`src/logic/rv_pkg.sv`:
```
package rv_pkg;

  ////////////////////////////////////////////////////////////
  // Widths
  ////////////////////////////////////////////////////////////

  localparam int unsigned XLEN       = 32;
  localparam int unsigned REG_ADDR_W = 5;
  localparam int unsigned NUM_REGS   = 32;

  typedef logic [XLEN-1:0]       word_t;
  typedef logic [REG_ADDR_W-1:0] reg_addr_t;

  ////////////////////////////////////////////////////////////
  // Instruction encodings
  ////////////////////////////////////////////////////////////

  // Major opcodes, only the integer subset
  typedef enum logic [6:0] {
    OPC_OP_IMM = 7'h13,
    OPC_OP     = 7'h33,
    OPC_LUI    = 7'h37
  } opcode_e;

  // funct3 of OP and OP-IMM
  localparam logic [2:0] F3_ADD  = 3'b000;
  localparam logic [2:0] F3_SLL  = 3'b001;
  localparam logic [2:0] F3_SLT  = 3'b010;
  localparam logic [2:0] F3_SLTU = 3'b011;
  localparam logic [2:0] F3_XOR  = 3'b100;
  localparam logic [2:0] F3_SR   = 3'b101;
  localparam logic [2:0] F3_OR   = 3'b110;
  localparam logic [2:0] F3_AND  = 3'b111;

  // funct7, base form and the SUB/SRA form
  localparam logic [6:0] F7_ZERO = 7'h00;
  localparam logic [6:0] F7_ALT  = 7'h20;

  ////////////////////////////////////////////////////////////
  // ALU
  ////////////////////////////////////////////////////////////

  typedef enum logic [3:0] {
    ALU_ADD,
    ALU_SUB,
    ALU_SLL,
    ALU_SLT,
    ALU_SLTU,
    ALU_XOR,
    ALU_SRL,
    ALU_SRA,
    ALU_OR,
    ALU_AND,
    // Operand B straight through, for LUI
    ALU_PASS_B
  } alu_op_e;

endpackage

```
`src/logic/rv_core.sv`:
```
`timescale 1ns/1ps

module rv_core (
  input  logic               clk_i,
  input  logic               rst_ni,

  // Instruction strobe
  input  logic               instr_valid_i,
  input  rv_pkg::word_t      instr_i,

  // Retire port
  output logic               retire_valid_o,
  output rv_pkg::reg_addr_t  retire_rd_o,
  output rv_pkg::word_t      retire_data_o,
  output logic               retire_illegal_o
);

  // Decode to operand
  logic               dec_valid;
  rv_pkg::reg_addr_t  dec_rs1;
  rv_pkg::reg_addr_t  dec_rs2;
  rv_pkg::reg_addr_t  dec_rd;
  logic               dec_we;
  rv_pkg::alu_op_e    dec_alu_op;
  logic               dec_use_imm;
  rv_pkg::word_t      dec_imm;
  logic               dec_illegal;

  // Operand to execute
  logic               opd_valid;
  rv_pkg::word_t      opd_a;
  rv_pkg::word_t      opd_b;
  rv_pkg::reg_addr_t  opd_rd;
  logic               opd_we;
  rv_pkg::alu_op_e    opd_alu_op;
  logic               opd_illegal;

  // Execute back to operand
  rv_pkg::word_t      alu_result;
  logic               retire_we;

  rv_decode_stage decode_stage_inst (
    .clk_i         (clk_i),
    .rst_ni        (rst_ni),
    .instr_valid_i (instr_valid_i),
    .instr_i       (instr_i),
    .dec_valid_o   (dec_valid),
    .dec_rs1_o     (dec_rs1),
    .dec_rs2_o     (dec_rs2),
    .dec_rd_o      (dec_rd),
    .dec_we_o      (dec_we),
    .dec_alu_op_o  (dec_alu_op),
    .dec_use_imm_o (dec_use_imm),
    .dec_imm_o     (dec_imm),
    .dec_illegal_o (dec_illegal)
  );

  rv_operand_stage operand_stage_inst (
    .clk_i         (clk_i),
    .rst_ni        (rst_ni),
    .dec_valid_i   (dec_valid),
    .dec_rs1_i     (dec_rs1),
    .dec_rs2_i     (dec_rs2),
    .dec_rd_i      (dec_rd),
    .dec_we_i      (dec_we),
    .dec_alu_op_i  (dec_alu_op),
    .dec_use_imm_i (dec_use_imm),
    .dec_imm_i     (dec_imm),
    .dec_illegal_i (dec_illegal),
    .ex_valid_i    (opd_valid),
    .ex_we_i       (opd_we),
    .ex_rd_i       (opd_rd),
    .ex_result_i   (alu_result),
    .wb_we_i       (retire_we),
    .wb_rd_i       (retire_rd_o),
    .wb_data_i     (retire_data_o),
    .opd_valid_o   (opd_valid),
    .opd_a_o       (opd_a),
    .opd_b_o       (opd_b),
    .opd_rd_o      (opd_rd),
    .opd_we_o      (opd_we),
    .opd_alu_op_o  (opd_alu_op),
    .opd_illegal_o (opd_illegal)
  );

  rv_execute_stage execute_stage_inst (
    .clk_i            (clk_i),
    .rst_ni           (rst_ni),
    .opd_valid_i      (opd_valid),
    .opd_a_i          (opd_a),
    .opd_b_i          (opd_b),
    .opd_rd_i         (opd_rd),
    .opd_we_i         (opd_we),
    .opd_alu_op_i     (opd_alu_op),
    .opd_illegal_i    (opd_illegal),
    .alu_result_o     (alu_result),
    .retire_valid_o   (retire_valid_o),
    .retire_rd_o      (retire_rd_o),
    .retire_data_o    (retire_data_o),
    .retire_we_o      (retire_we),
    .retire_illegal_o (retire_illegal_o)
  );

endmodule

```
`src/logic/rv_decode_stage.sv`:
```
`timescale 1ns/1ps

module rv_decode_stage (
  input  logic               clk_i,
  input  logic               rst_ni,

  input  logic               instr_valid_i,
  input  rv_pkg::word_t      instr_i,

  output logic               dec_valid_o,
  output rv_pkg::reg_addr_t  dec_rs1_o,
  output rv_pkg::reg_addr_t  dec_rs2_o,
  output rv_pkg::reg_addr_t  dec_rd_o,
  output logic               dec_we_o,
  output rv_pkg::alu_op_e    dec_alu_op_o,
  output logic               dec_use_imm_o,
  output rv_pkg::word_t      dec_imm_o,
  output logic               dec_illegal_o
);

  import rv_pkg::*;

  opcode_e    opcode;
  logic [2:0] funct3;
  logic [6:0] funct7;
  reg_addr_t  rs1;
  reg_addr_t  rs2;
  reg_addr_t  rd;
  word_t      imm_i_type;
  word_t      imm_shamt;
  word_t      imm_u_type;
  logic       funct7_ok;

  alu_op_e    alu_op;
  logic       use_imm;
  word_t      imm;
  logic       illegal;

  // Field split
  assign opcode = opcode_e'(instr_i[6:0]);
  assign rd     = instr_i[11:7];
  assign funct3 = instr_i[14:12];
  assign rs1    = instr_i[19:15];
  assign rs2    = instr_i[24:20];
  assign funct7 = instr_i[31:25];

  assign imm_i_type = {{(XLEN-12){instr_i[31]}}, instr_i[31:20]};
  assign imm_shamt  = {{(XLEN-5){1'b0}}, instr_i[24:20]};
  assign imm_u_type = {instr_i[31:12], 12'b0};

  // 0x20 only allowed on the add/sub and right shift slots
  assign funct7_ok = (funct7 == F7_ZERO) ||
                     ((funct7 == F7_ALT) && ((funct3 == F3_ADD) || (funct3 == F3_SR)));

  function automatic alu_op_e funct_to_alu_op(input logic [2:0] f3, input logic alt);
    alu_op_e op;
    case (f3)
      F3_ADD:  op = alt ? ALU_SUB : ALU_ADD;
      F3_SLL:  op = ALU_SLL;
      F3_SLT:  op = ALU_SLT;
      F3_SLTU: op = ALU_SLTU;
      F3_XOR:  op = ALU_XOR;
      F3_SR:   op = alt ? ALU_SRA : ALU_SRL;
      F3_OR:   op = ALU_OR;
      default: op = ALU_AND;
    endcase
    return op;
  endfunction

  ////////////////////////////////////////////////////////////
  // Decoder
  ////////////////////////////////////////////////////////////

  always_comb begin
    alu_op  = funct_to_alu_op(funct3, funct7 == F7_ALT);
    use_imm = 1'b0;
    imm     = imm_i_type;
    illegal = 1'b0;
    case (opcode)
      OPC_OP: begin
        illegal = !funct7_ok;
      end
      OPC_OP_IMM: begin
        use_imm = 1'b1;
        if ((funct3 == F3_SLL) || (funct3 == F3_SR)) begin
          // Upper bits of the immediate act as funct7 for shifts
          imm     = imm_shamt;
          illegal = !funct7_ok;
        end else if ((funct3 == F3_ADD) && (funct7 == F7_ALT)) begin
          // No SUB-immediate
          illegal = 1'b1;
        end
      end
      OPC_LUI: begin
        alu_op  = ALU_PASS_B;
        use_imm = 1'b1;
        imm     = imm_u_type;
      end
      default: illegal = 1'b1;
    endcase
  end

  // Control flags, cleared on reset
  always_ff @(posedge clk_i or negedge rst_ni) begin
    if (!rst_ni) begin
      dec_valid_o   <= 1'b0;
      dec_we_o      <= 1'b0;
      dec_illegal_o <= 1'b0;
    end else begin
      dec_valid_o   <= instr_valid_i;
      dec_we_o      <= instr_valid_i & ~illegal & (rd != '0);
      dec_illegal_o <= instr_valid_i & illegal;
    end
  end

  // Payload fields
  always_ff @(posedge clk_i) begin
    if (instr_valid_i) begin
      dec_rs1_o     <= rs1;
      dec_rs2_o     <= rs2;
      dec_rd_o      <= rd;
      dec_alu_op_o  <= alu_op;
      dec_use_imm_o <= use_imm;
      dec_imm_o     <= imm;
    end
  end

endmodule

```
`src/logic/rv_execute_stage.sv`:
```
`timescale 1ns/1ps

module rv_execute_stage (
  input  logic               clk_i,
  input  logic               rst_ni,

  input  logic               opd_valid_i,
  input  rv_pkg::word_t      opd_a_i,
  input  rv_pkg::word_t      opd_b_i,
  input  rv_pkg::reg_addr_t  opd_rd_i,
  input  logic               opd_we_i,
  input  rv_pkg::alu_op_e    opd_alu_op_i,
  input  logic               opd_illegal_i,

  // Unregistered, for forwarding
  output rv_pkg::word_t      alu_result_o,

  output logic               retire_valid_o,
  output rv_pkg::reg_addr_t  retire_rd_o,
  output rv_pkg::word_t      retire_data_o,
  output logic               retire_we_o,
  output logic               retire_illegal_o
);

  import rv_pkg::*;

  logic [4:0] shamt;

  assign shamt = opd_b_i[4:0];

  ////////////////////////////////////////////////////////////
  // ALU
  ////////////////////////////////////////////////////////////

  always_comb begin
    case (opd_alu_op_i)
      ALU_ADD:    alu_result_o = opd_a_i + opd_b_i;
      ALU_SUB:    alu_result_o = opd_a_i - opd_b_i;
      ALU_SLL:    alu_result_o = opd_a_i << shamt;
      ALU_SLT: begin
        alu_result_o = {{(XLEN-1){1'b0}}, $signed(opd_a_i) < $signed(opd_b_i)};
      end
      ALU_SLTU:   alu_result_o = {{(XLEN-1){1'b0}}, opd_a_i < opd_b_i};
      ALU_XOR:    alu_result_o = opd_a_i ^ opd_b_i;
      ALU_SRL:    alu_result_o = opd_a_i >> shamt;
      ALU_SRA:    alu_result_o = word_t'($signed(opd_a_i) >>> shamt);
      ALU_OR:     alu_result_o = opd_a_i | opd_b_i;
      ALU_AND:    alu_result_o = opd_a_i & opd_b_i;
      ALU_PASS_B: alu_result_o = opd_b_i;
      default:    alu_result_o = '0;
    endcase
  end

  ////////////////////////////////////////////////////////////
  // Retire register
  ////////////////////////////////////////////////////////////

  always_ff @(posedge clk_i or negedge rst_ni) begin
    if (!rst_ni) begin
      retire_valid_o   <= 1'b0;
      retire_we_o      <= 1'b0;
      retire_illegal_o <= 1'b0;
    end else begin
      retire_valid_o   <= opd_valid_i;
      retire_we_o      <= opd_we_i;
      retire_illegal_o <= opd_illegal_i;
    end
  end

  // Illegal instructions report zero
  always_ff @(posedge clk_i) begin
    if (opd_valid_i) begin
      retire_rd_o   <= opd_rd_i;
      retire_data_o <= opd_illegal_i ? '0 : alu_result_o;
    end
  end

endmodule

```
`src/logic/rv_operand_stage.sv`:
```
`timescale 1ns/1ps

module rv_operand_stage (
  input  logic               clk_i,
  input  logic               rst_ni,

  // From decode
  input  logic               dec_valid_i,
  input  rv_pkg::reg_addr_t  dec_rs1_i,
  input  rv_pkg::reg_addr_t  dec_rs2_i,
  input  rv_pkg::reg_addr_t  dec_rd_i,
  input  logic               dec_we_i,
  input  rv_pkg::alu_op_e    dec_alu_op_i,
  input  logic               dec_use_imm_i,
  input  rv_pkg::word_t      dec_imm_i,
  input  logic               dec_illegal_i,

  // Instruction in execute
  input  logic               ex_valid_i,
  input  logic               ex_we_i,
  input  rv_pkg::reg_addr_t  ex_rd_i,
  input  rv_pkg::word_t      ex_result_i,

  // Retire register, also the write port
  input  logic               wb_we_i,
  input  rv_pkg::reg_addr_t  wb_rd_i,
  input  rv_pkg::word_t      wb_data_i,

  output logic               opd_valid_o,
  output rv_pkg::word_t      opd_a_o,
  output rv_pkg::word_t      opd_b_o,
  output rv_pkg::reg_addr_t  opd_rd_o,
  output logic               opd_we_o,
  output rv_pkg::alu_op_e    opd_alu_op_o,
  output logic               opd_illegal_o
);

  import rv_pkg::*;

  word_t rf_rdata_a;
  word_t rf_rdata_b;
  word_t rs1_value;
  word_t rs2_value;

  rv_regfile regfile_inst (
    .clk_i     (clk_i),
    .rst_ni    (rst_ni),
    .raddr_a_i (dec_rs1_i),
    .rdata_a_o (rf_rdata_a),
    .raddr_b_i (dec_rs2_i),
    .rdata_b_o (rf_rdata_b),
    .we_i      (wb_we_i),
    .waddr_i   (wb_rd_i),
    .wdata_i   (wb_data_i)
  );

  // Newest producer wins; x0 never forwards
  function automatic word_t pick_operand(input reg_addr_t rs, input word_t rf_data);
    word_t value;
    if (rs == '0) begin
      value = '0;
    end else if (ex_valid_i && ex_we_i && (ex_rd_i == rs)) begin
      value = ex_result_i;
    end else if (wb_we_i && (wb_rd_i == rs)) begin
      value = wb_data_i;
    end else begin
      value = rf_data;
    end
    return value;
  endfunction

  assign rs1_value = pick_operand(dec_rs1_i, rf_rdata_a);
  assign rs2_value = pick_operand(dec_rs2_i, rf_rdata_b);

  always_ff @(posedge clk_i or negedge rst_ni) begin
    if (!rst_ni) begin
      opd_valid_o   <= 1'b0;
      opd_we_o      <= 1'b0;
      opd_illegal_o <= 1'b0;
    end else begin
      opd_valid_o   <= dec_valid_i;
      opd_we_o      <= dec_we_i;
      opd_illegal_o <= dec_illegal_i;
    end
  end

  always_ff @(posedge clk_i) begin
    if (dec_valid_i) begin
      opd_a_o      <= rs1_value;
      opd_b_o      <= dec_use_imm_i ? dec_imm_i : rs2_value;
      opd_rd_o     <= dec_rd_i;
      opd_alu_op_o <= dec_alu_op_i;
    end
  end

endmodule

```
`src/logic/rv_regfile.sv`:
```
`timescale 1ns/1ps

module rv_regfile (
  input  logic               clk_i,
  input  logic               rst_ni,

  input  rv_pkg::reg_addr_t  raddr_a_i,
  output rv_pkg::word_t      rdata_a_o,
  input  rv_pkg::reg_addr_t  raddr_b_i,
  output rv_pkg::word_t      rdata_b_o,

  input  logic               we_i,
  input  rv_pkg::reg_addr_t  waddr_i,
  input  rv_pkg::word_t      wdata_i
);

  import rv_pkg::*;

  // x0 has no storage
  word_t regs_q [1:NUM_REGS-1];

  always_ff @(posedge clk_i or negedge rst_ni) begin
    if (!rst_ni) begin
      for (int i = 1; i < NUM_REGS; i++) begin
        regs_q[i] <= '0;
      end
    end else if (we_i && (waddr_i != '0)) begin
      regs_q[waddr_i] <= wdata_i;
    end
  end

  assign rdata_a_o = (raddr_a_i == '0) ? '0 : regs_q[raddr_a_i];
  assign rdata_b_o = (raddr_b_i == '0) ? '0 : regs_q[raddr_b_i];

endmodule

```
`config.mk`:
```
export PLATFORM = sky130hd
export DESIGN_NAME = rv_core
export DESIGN_NICKNAME = d
export VERILOG_FILES = /design/src/logic/rv_pkg.sv /design/src/logic/rv_core.sv /design/src/logic/rv_decode_stage.sv /design/src/logic/rv_execute_stage.sv /design/src/logic/rv_operand_stage.sv /design/src/logic/rv_regfile.sv
export SDC_FILE = /design/constraint.sdc
export NUM_CORES = 2
export LEC_CHECK = 0
export BUFFER_PORTS_ARGS = -buffer_cell sky130_fd_sc_hd__buf_2
export CORE_UTILIZATION = 45
export CTS_CLUSTER_DIAMETER = 80
export DETAILED_ROUTE_END_ITERATION = 12
export HOLD_SLACK_MARGIN = 0.02
export MAX_ROUTING_LAYER = met4
export SLEW_MARGIN = 20
export SYNTH_ARGS = -nofsm -noshare
export SYNTH_HDL_FRONTEND = slang
export SYNTH_SLANG_ARGS = --single-unit
```
`constraint.sdc`:
```
create_clock -name clk_i -period 13.3 [get_ports clk_i]
set_clock_uncertainty 0.15 [all_clocks]
set_input_delay 1.33 -clock clk_i [delete_from_list [all_inputs] [get_ports clk_i]]
set_output_delay 1.33 -clock clk_i [all_outputs]
set_load 0.02 [all_outputs]
```
* Word-level counts from Yosys, hierarchy flattened
Index checks and enable logic that the tools add are counted.
Cells by class: order comparisons 6, multiply operators 0, div/mod/pow operators 0, mux-type cells 25, bitwise operators 10, eq/ne operators 24, $add $sub $neg 2, reduce and logical (&&, ||, !) cells 21, shift-type cells 3
Operator list (count):
- 992-bit bitwise mux | 1
- 32-bit 2-to-1 mux | 12
- 32-bit one-hot mux with 11 select lines | 1
- 32-bit binary-select mux with 5-bit select | 2
- 32-bit demux with 5-bit select | 1
- 32-bit < comparator | 2
- 32-bit one-hot mux with 2 select lines | 1
- 32-bit adder | 1
- 32-bit AND | 1
- 32-bit bitwise OR | 1
- 32-bit by 5-bit left shift with 32-bit output | 1
- 32-bit by 5-bit >> shifter with 32-bit output | 1
- 32-bit by 5-bit >>> shifter with 32-bit output | 1
- 32-bit subtractor | 1
- 32-bit XOR | 1
- 4-bit one-hot mux with 7 select lines | 1
- 7-bit by 6-bit == test with 1-bit output, second input constant | 3
- 5-bit == test | 4
- 6-bit >= comparator, second input constant | 3
- 5-bit inverter with 6-bit output | 3
- 4-bit by 3-bit == test with 1-bit output, second input constant | 4
- 4-bit == test, second input constant | 3
- 5-bit logical NOT | 2
- 5-bit nonzero test | 2
- other kinds (18) | 38
Word-level totals: ROM bits 0, memories kept 0, latch bits 0, word-level logic and storage cells 143, memory bits (writable) 0, output and inout port bits 39, register bits after elaboration 1163, input bits 35

* Longest topological paths before layout
depth after elaboration 10, mapped depth 17, gate-level depth less buffers 12

* Hierarchy
Synthesis repeated with hierarchy kept, for this count alone.
Second synthesis, totals: cell total of the unflattened synthesis 5499, area, all modules 70571.4 um^2
Modules (own cells, without submodules):
- rv_regfile | seq. area each 24823.8 um^2, times used 1, area an instance 53508.8 um^2, cells an instance 3611
- rv_execute_stage | seq. area each 1186.1 um^2, times used 1, area an instance 10606.4 um^2, cells an instance 1398
- rv_operand_stage | seq. area each 2267.2 um^2, times used 1, area an instance 4269.1 um^2, cells an instance 364
- rv_decode_stage | seq. area each 1636.6 um^2, times used 1, area an instance 2187.1 um^2, cells an instance 126

* Worst setup path before layout
Ideal clock, no wire load.
path kind flip-flop to flip-flop, from register operand_stage_inst.opd_b_o[2], to register operand_stage_inst.opd_a_o[30], data pin, setup time 0.267 ns, arrival 3.936 ns, path buffers 6, data required time 12.883 ns, clock period less this slack 4.352 ns, stages on the path, launching flop included 18, setup slack 8.948 ns, cells stage by stage edfxtp_1 buf_2 buf_2 inv_1 buf_2 buf_2 buf_2 ha_1 buf_6 o21ba_1 or4_4 a2111o_1 and3_4 a21o_1 o311ai_2 nand4_1 o21ai_2 a21oi_1
On the way: cells in the longest elaborated chain, start to end 3, elaborated cells between the ends (all ways) 7, those cells by class add/sub (2); shift (3); mux (2)
RTL lines:
- from (decl) | RTL line rv_operand_stage.sv:31 | output rv_pkg::word_t opd_b_o,
- from (signal assigned) | RTL line rv_operand_stage.sv:90 | opd_b_o <= dec_use_imm_i ? dec_imm_i : rs2_value;
- 32-bit subtractor, or another cell as far along | RTL line rv_execute_stage.sv:38 | ALU_SUB: alu_result_o = opd_a_i - opd_b_i;
- 32-bit one-hot mux with 11 select lines (*) | RTL line rv_execute_stage.sv:36 | case (opd_alu_op_i)
- 32-bit 2-to-1 mux (*) | RTL line rv_operand_stage.sv:62 | end else if (ex_valid_i && ex_we_i && (ex_rd_i == rs)) begin
- to (signal assigned) | RTL line rv_operand_stage.sv:89 | opd_a_o <= rs1_value;
- to (decl) | RTL line rv_operand_stage.sv:30 | output rv_pkg::word_t opd_a_o,
Mark *: on every way between the ends. The rest lies on a longest branch, timed or not. A chain may end at the register's enable or synchronous reset.

* Worst setup path in the final report
from register operand_stage_inst.opd_b_o[1], to register operand_stage_inst.opd_a_o[25], data pin
The elaborated chain is that of the path after synthesis.

==> results.py <==
metrics = {
    "synthesis": {
        "syn_inst": 5269,
        "synth_warnings": 0,
        "synth_top_area_share_pct": 35.85,
        "ys_ff_latch": 1163,
        "ys_types": 96,
        "yosysMostFrequentCell": "mux2_2",
        "ys_top_cells_by_area": "dfrtp_1 36%, mux4_2 19%, mux2_2 17%",
        "synth_area_leader_cell": "dfrtp_1",
        "syn_area_sq_um": 69880,
        "synth_fp_nets": 5403,
        "synth_ff_type": "dfrtp_1",
        "yosysSeqAreaShare_pct": 42.81,
        "async_flop_share_pct": 86.07,
        "synth-edff-count": 162,
        "avgSynthCellArea_sq_um": 13.26,
        "synthTopCellsByCount": "1080 x mux2_2, 1001 x dfrtp_1, 603 x mux4_2",
    },
    "clock_network": {
        "clock-sinks": 1163,
        "cts_made_buffers": 136,
        "clk_latency_ps": 790,
        "cts-htree-levels": 4,
        "root_buffer": "clkbuf_16",
        "cts.repair.resized": 0,
        "cts.clk_slew.worst_paths_ps": 60,
        "cts_setup_buffers": 0,
        "clock_path_buffers": 3,
        "cts_tree": "yes",
        "ctsHoldBuffers": 0,
    },
    "pwr": {
        "swShare_pct": 29.57,
        "clockPowerShare_pct": 42.6,
        "finalPower_mw": 8.910,
        "p_int_mw": 6.275,
        "power.density_nw_per_um2": 115.5,
        "combPwrFrac_pct": 15.2,
        "leakage_nw": 34.26,
        "power.switching_mw": 2.635,
        "peakVddDrop_v": 0.0001224,
        "seqPwrFrac_pct": 42.2,
    },
    "run": {
        "cap_violations": 0,
    },
    "die": {
        "die_x_um": 396.1,
        "ios": 74,
        "die_y_um": 396.1,
        "initial_utilization_pct": 45.36,
        "core_area_sq_um": 154000,
        "row_count": 144,
        "die_area_sq_um": 156900,
    },
    "setup_path": {
        "rr_endpoint": "operand_stage_inst.opd_a_o[25]$_SDFFCE_PN0P_",
        "slowest_stage": "a211oi_1",
        "startpoint_type": "register",
        "cp_data_arrival_time_ps": 5920,
        "critPathMaxStageDelay_ps": 800,
        "path_depth": 13,
        "crit_end": "operand_stage_inst.opd_a_o[25]$_SDFFCE_PN0P_",
        "path_common_cell": "a21oi_1",
        "r2r-start": "operand_stage_inst.opd_b_o[1]$_DFFE_PP_",
        "reg2reg_depth": 13,
        "reg2reg_slack_ps": 7700,
        "cp.required_ps": 13610,
        "crit_start": "operand_stage_inst.opd_b_o[1]$_DFFE_PP_",
        "critPathKind": "register to register",
        "crit_chain": "buf_4 > inv_2 > buf_4 > ha_1 > a211oi_1 > o21bai_1 > o211ai_1 > nand3_1 > a21oi_1 > mux2_2 > a21oi_1 > a211oi_1 > a21oi_1",
        "crit_path_max_fanout": 59,
        "cp_num_buf_inv": 3,
        "crit_family": "compound AO/OA/AOI/OAI gates",
        "endpoint_kind": "register",
    },
    "place": {
        "place_ws_ps": 7681,
        "io_buffers": 73,
        "place_area_sq_um": 72480,
        "dp_hpwl_um": 171800,
        "place_congestion": 1.115,
    },
    "layout": {
        "nets": 5269,
        "design_area_sq_um": 77170,
        "n_fill_cell": 13370,
        "seq_area_sq_um": 29920,
        "multi_input_area_sq_um": 37800,
        "drive_gt1_share_pct": 42.66,
        "syn_to_final_growth_pct": 10.44,
    },
    "sta": {
        "timing.hold.ws_ps": 196.8,
        "finalCritPeriodShare_pct": 42.14,
        "rsz0062_at_grt": "false",
        "maxSlewViolCount": 0,
        "slew_headroom_pct": 14.79,
        "hold_viol": 0,
        "timing.fmax_ghz": 0.1784,
        "finalSetupViolCount": 0,
        "timing.final.ws_setup_ps": 7696,
        "worst_pin_slew_ps": 1275,
        "finalCriticalPeriod_ps": 5604,
        "setup_tns_ps": 0,
    },
    "run_status": {
        "status": "finished clean",
    },
    "global_route": {
        "grt_max_degree": 172,
        "antenna_found_initial": 9,
        "grtUsageTotal_pct": 36.11,
        "grt_pass1_wl_um": 389300,
        "grt_pass1_vias": 49460,
        "grt-ovfl-total": 0,
    },
    "drt": {
        "wl_met2_um": 120400,
        "drt_pre_antenna_iters": 8,
        "postRouteAntennaNets": 0,
        "drc": 0,
        "drt-initial-drc-count": 6124,
        "wl_um": 274200,
        "top_layer_used": "met4",
        "routed_via_density": 6.878,
        "wl_met1_um": 112300,
        "vias": 50140,
        "wl_met3_um": 25170,
        "wl_per_cell_um": 37.62,
    },
    "hold_path": {
        "hp-class": "register to register",
    },
}
## final cells by class
cell class | count | area share (%)
Antenna cell | 4 | 0.01297
Clock inverter | 56 | 0.7896
Sequential cell | 1163 | 38.77
Multi-Input combinational cell | 3486 | 48.98
Clock buffer | 189 | 5.077
Tap cell | 2044 | 3.314
Inverter | 102 | 0.4961
Timing Repair Buffer | 246 | 2.560
## flip-flops by register name, summed over array words and instances (netlist names), 4 cells and up
register,flops
decode_stage_inst.dec_alu_op_o,4
decode_stage_inst.dec_imm_o,32
decode_stage_inst.dec_rd_o,5
decode_stage_inst.dec_rs1_o,5
decode_stage_inst.dec_rs2_o,5
execute_stage_inst.retire_data_o,32
execute_stage_inst.retire_rd_o,5
operand_stage_inst.opd_a_o,32
operand_stage_inst.opd_alu_op_o,4
operand_stage_inst.opd_b_o,32
operand_stage_inst.opd_rd_o,5
operand_stage_inst.regfile_inst.regs_q,992
## cells in the final DEF, fill, tap and decap left out, types with 21 or more instances in the layout
master	Yosys	final
o21ai_0	175	173
buf_4	4	145
clkbuf_8	0	23
clkbuf_1	331	26
a21oi_1	192	192
nor3_1	34	33
o211ai_1	24	24
a22oi_1	45	45
nand2b_1	22	21
clkinv_2	0	25
nor2b_1	39	35
a21o_1	35	35
inv_1	98	97
nand3_1	41	41
nor2_1	238	219
edfxtp_1	162	162
and3_1	24	22
a22o_1	68	68
buf_2	86	72
nand2_1	221	204
a211oi_1	51	51
mux2_2	1080	1080
clkbuf_16	0	140
o22ai_1	24	24
mux4_2	603	603
nor4_1	26	23
mux2i_1	125	125
dfrtp_1	1001	999
ha_1	97	97
## routing by layer
metal	global-route usage, %	vias up
li1	-	20090
met1	48.42	26890
met2	51.02	2562
met3	8.643	604
met4	18.48	0
met5	-	-
## per-stage QoR
stage,util (%),instances
6_report,50.09,7290
5_1_grt,50.09,7290
4_1_cts,49.99,7277
3_5_place_dp,47.05,7032
3_3_place_gp,46.94,7024
2_1_floorplan,-,5269
## power groups by stage
| stage | combinational [mW] | clock (mW) | sequential (mW) |
|---|---|---|---|
| 2_1_floorplan | 0.758 | 0 | 3.80 |
| 3_3_place_gp | 1.31 | 0 | 3.84 |
| 3_5_place_dp | 1.30 | 0 | 3.84 |
| 4_1_cts | 1.30 | 3.85 | 3.77 |
| 5_1_grt | 1.41 | 4.00 | 3.76 |
| 6_report | 1.36 | 3.79 | 3.76 |
## cell families after synthesis
family | Yosys count | synth area share, %
AO/OA/AOI/OAI | 836 | 8.119
XOR/XNOR | 26 | 0.3259
adder cells (fa/ha/maj) | 99 | 1.794
buffers and inverters | 620 | 3.549
flip-flops | 1163 | 42.81
multiplexers | 1808 | 38.63
AND/OR/NAND/NOR | 717 | 4.772
## how the worst min path moves through the flow
stage,cells past startpoint,from,end,slack [ps]
floorplan,0,decode_stage_inst.dec_illegal_o$_DFF_PN0_,operand_stage_inst.opd_illegal_o$_DFF_PN0_,180
global placement,0,decode_stage_inst.dec_illegal_o$_DFF_PN0_,operand_stage_inst.opd_illegal_o$_DFF_PN0_,180
detailed placement,0,decode_stage_inst.dec_we_o$_DFF_PN0_,operand_stage_inst.opd_we_o$_DFF_PN0_,180
CTS,0,decode_stage_inst.dec_we_o$_DFF_PN0_,operand_stage_inst.opd_we_o$_DFF_PN0_,200
global route,0,decode_stage_inst.dec_we_o$_DFF_PN0_,operand_stage_inst.opd_we_o$_DFF_PN0_,210
finish,0,decode_stage_inst.dec_we_o$_DFF_PN0_,operand_stage_inst.opd_we_o$_DFF_PN0_,200
Power figures use the tool's default switching activity.
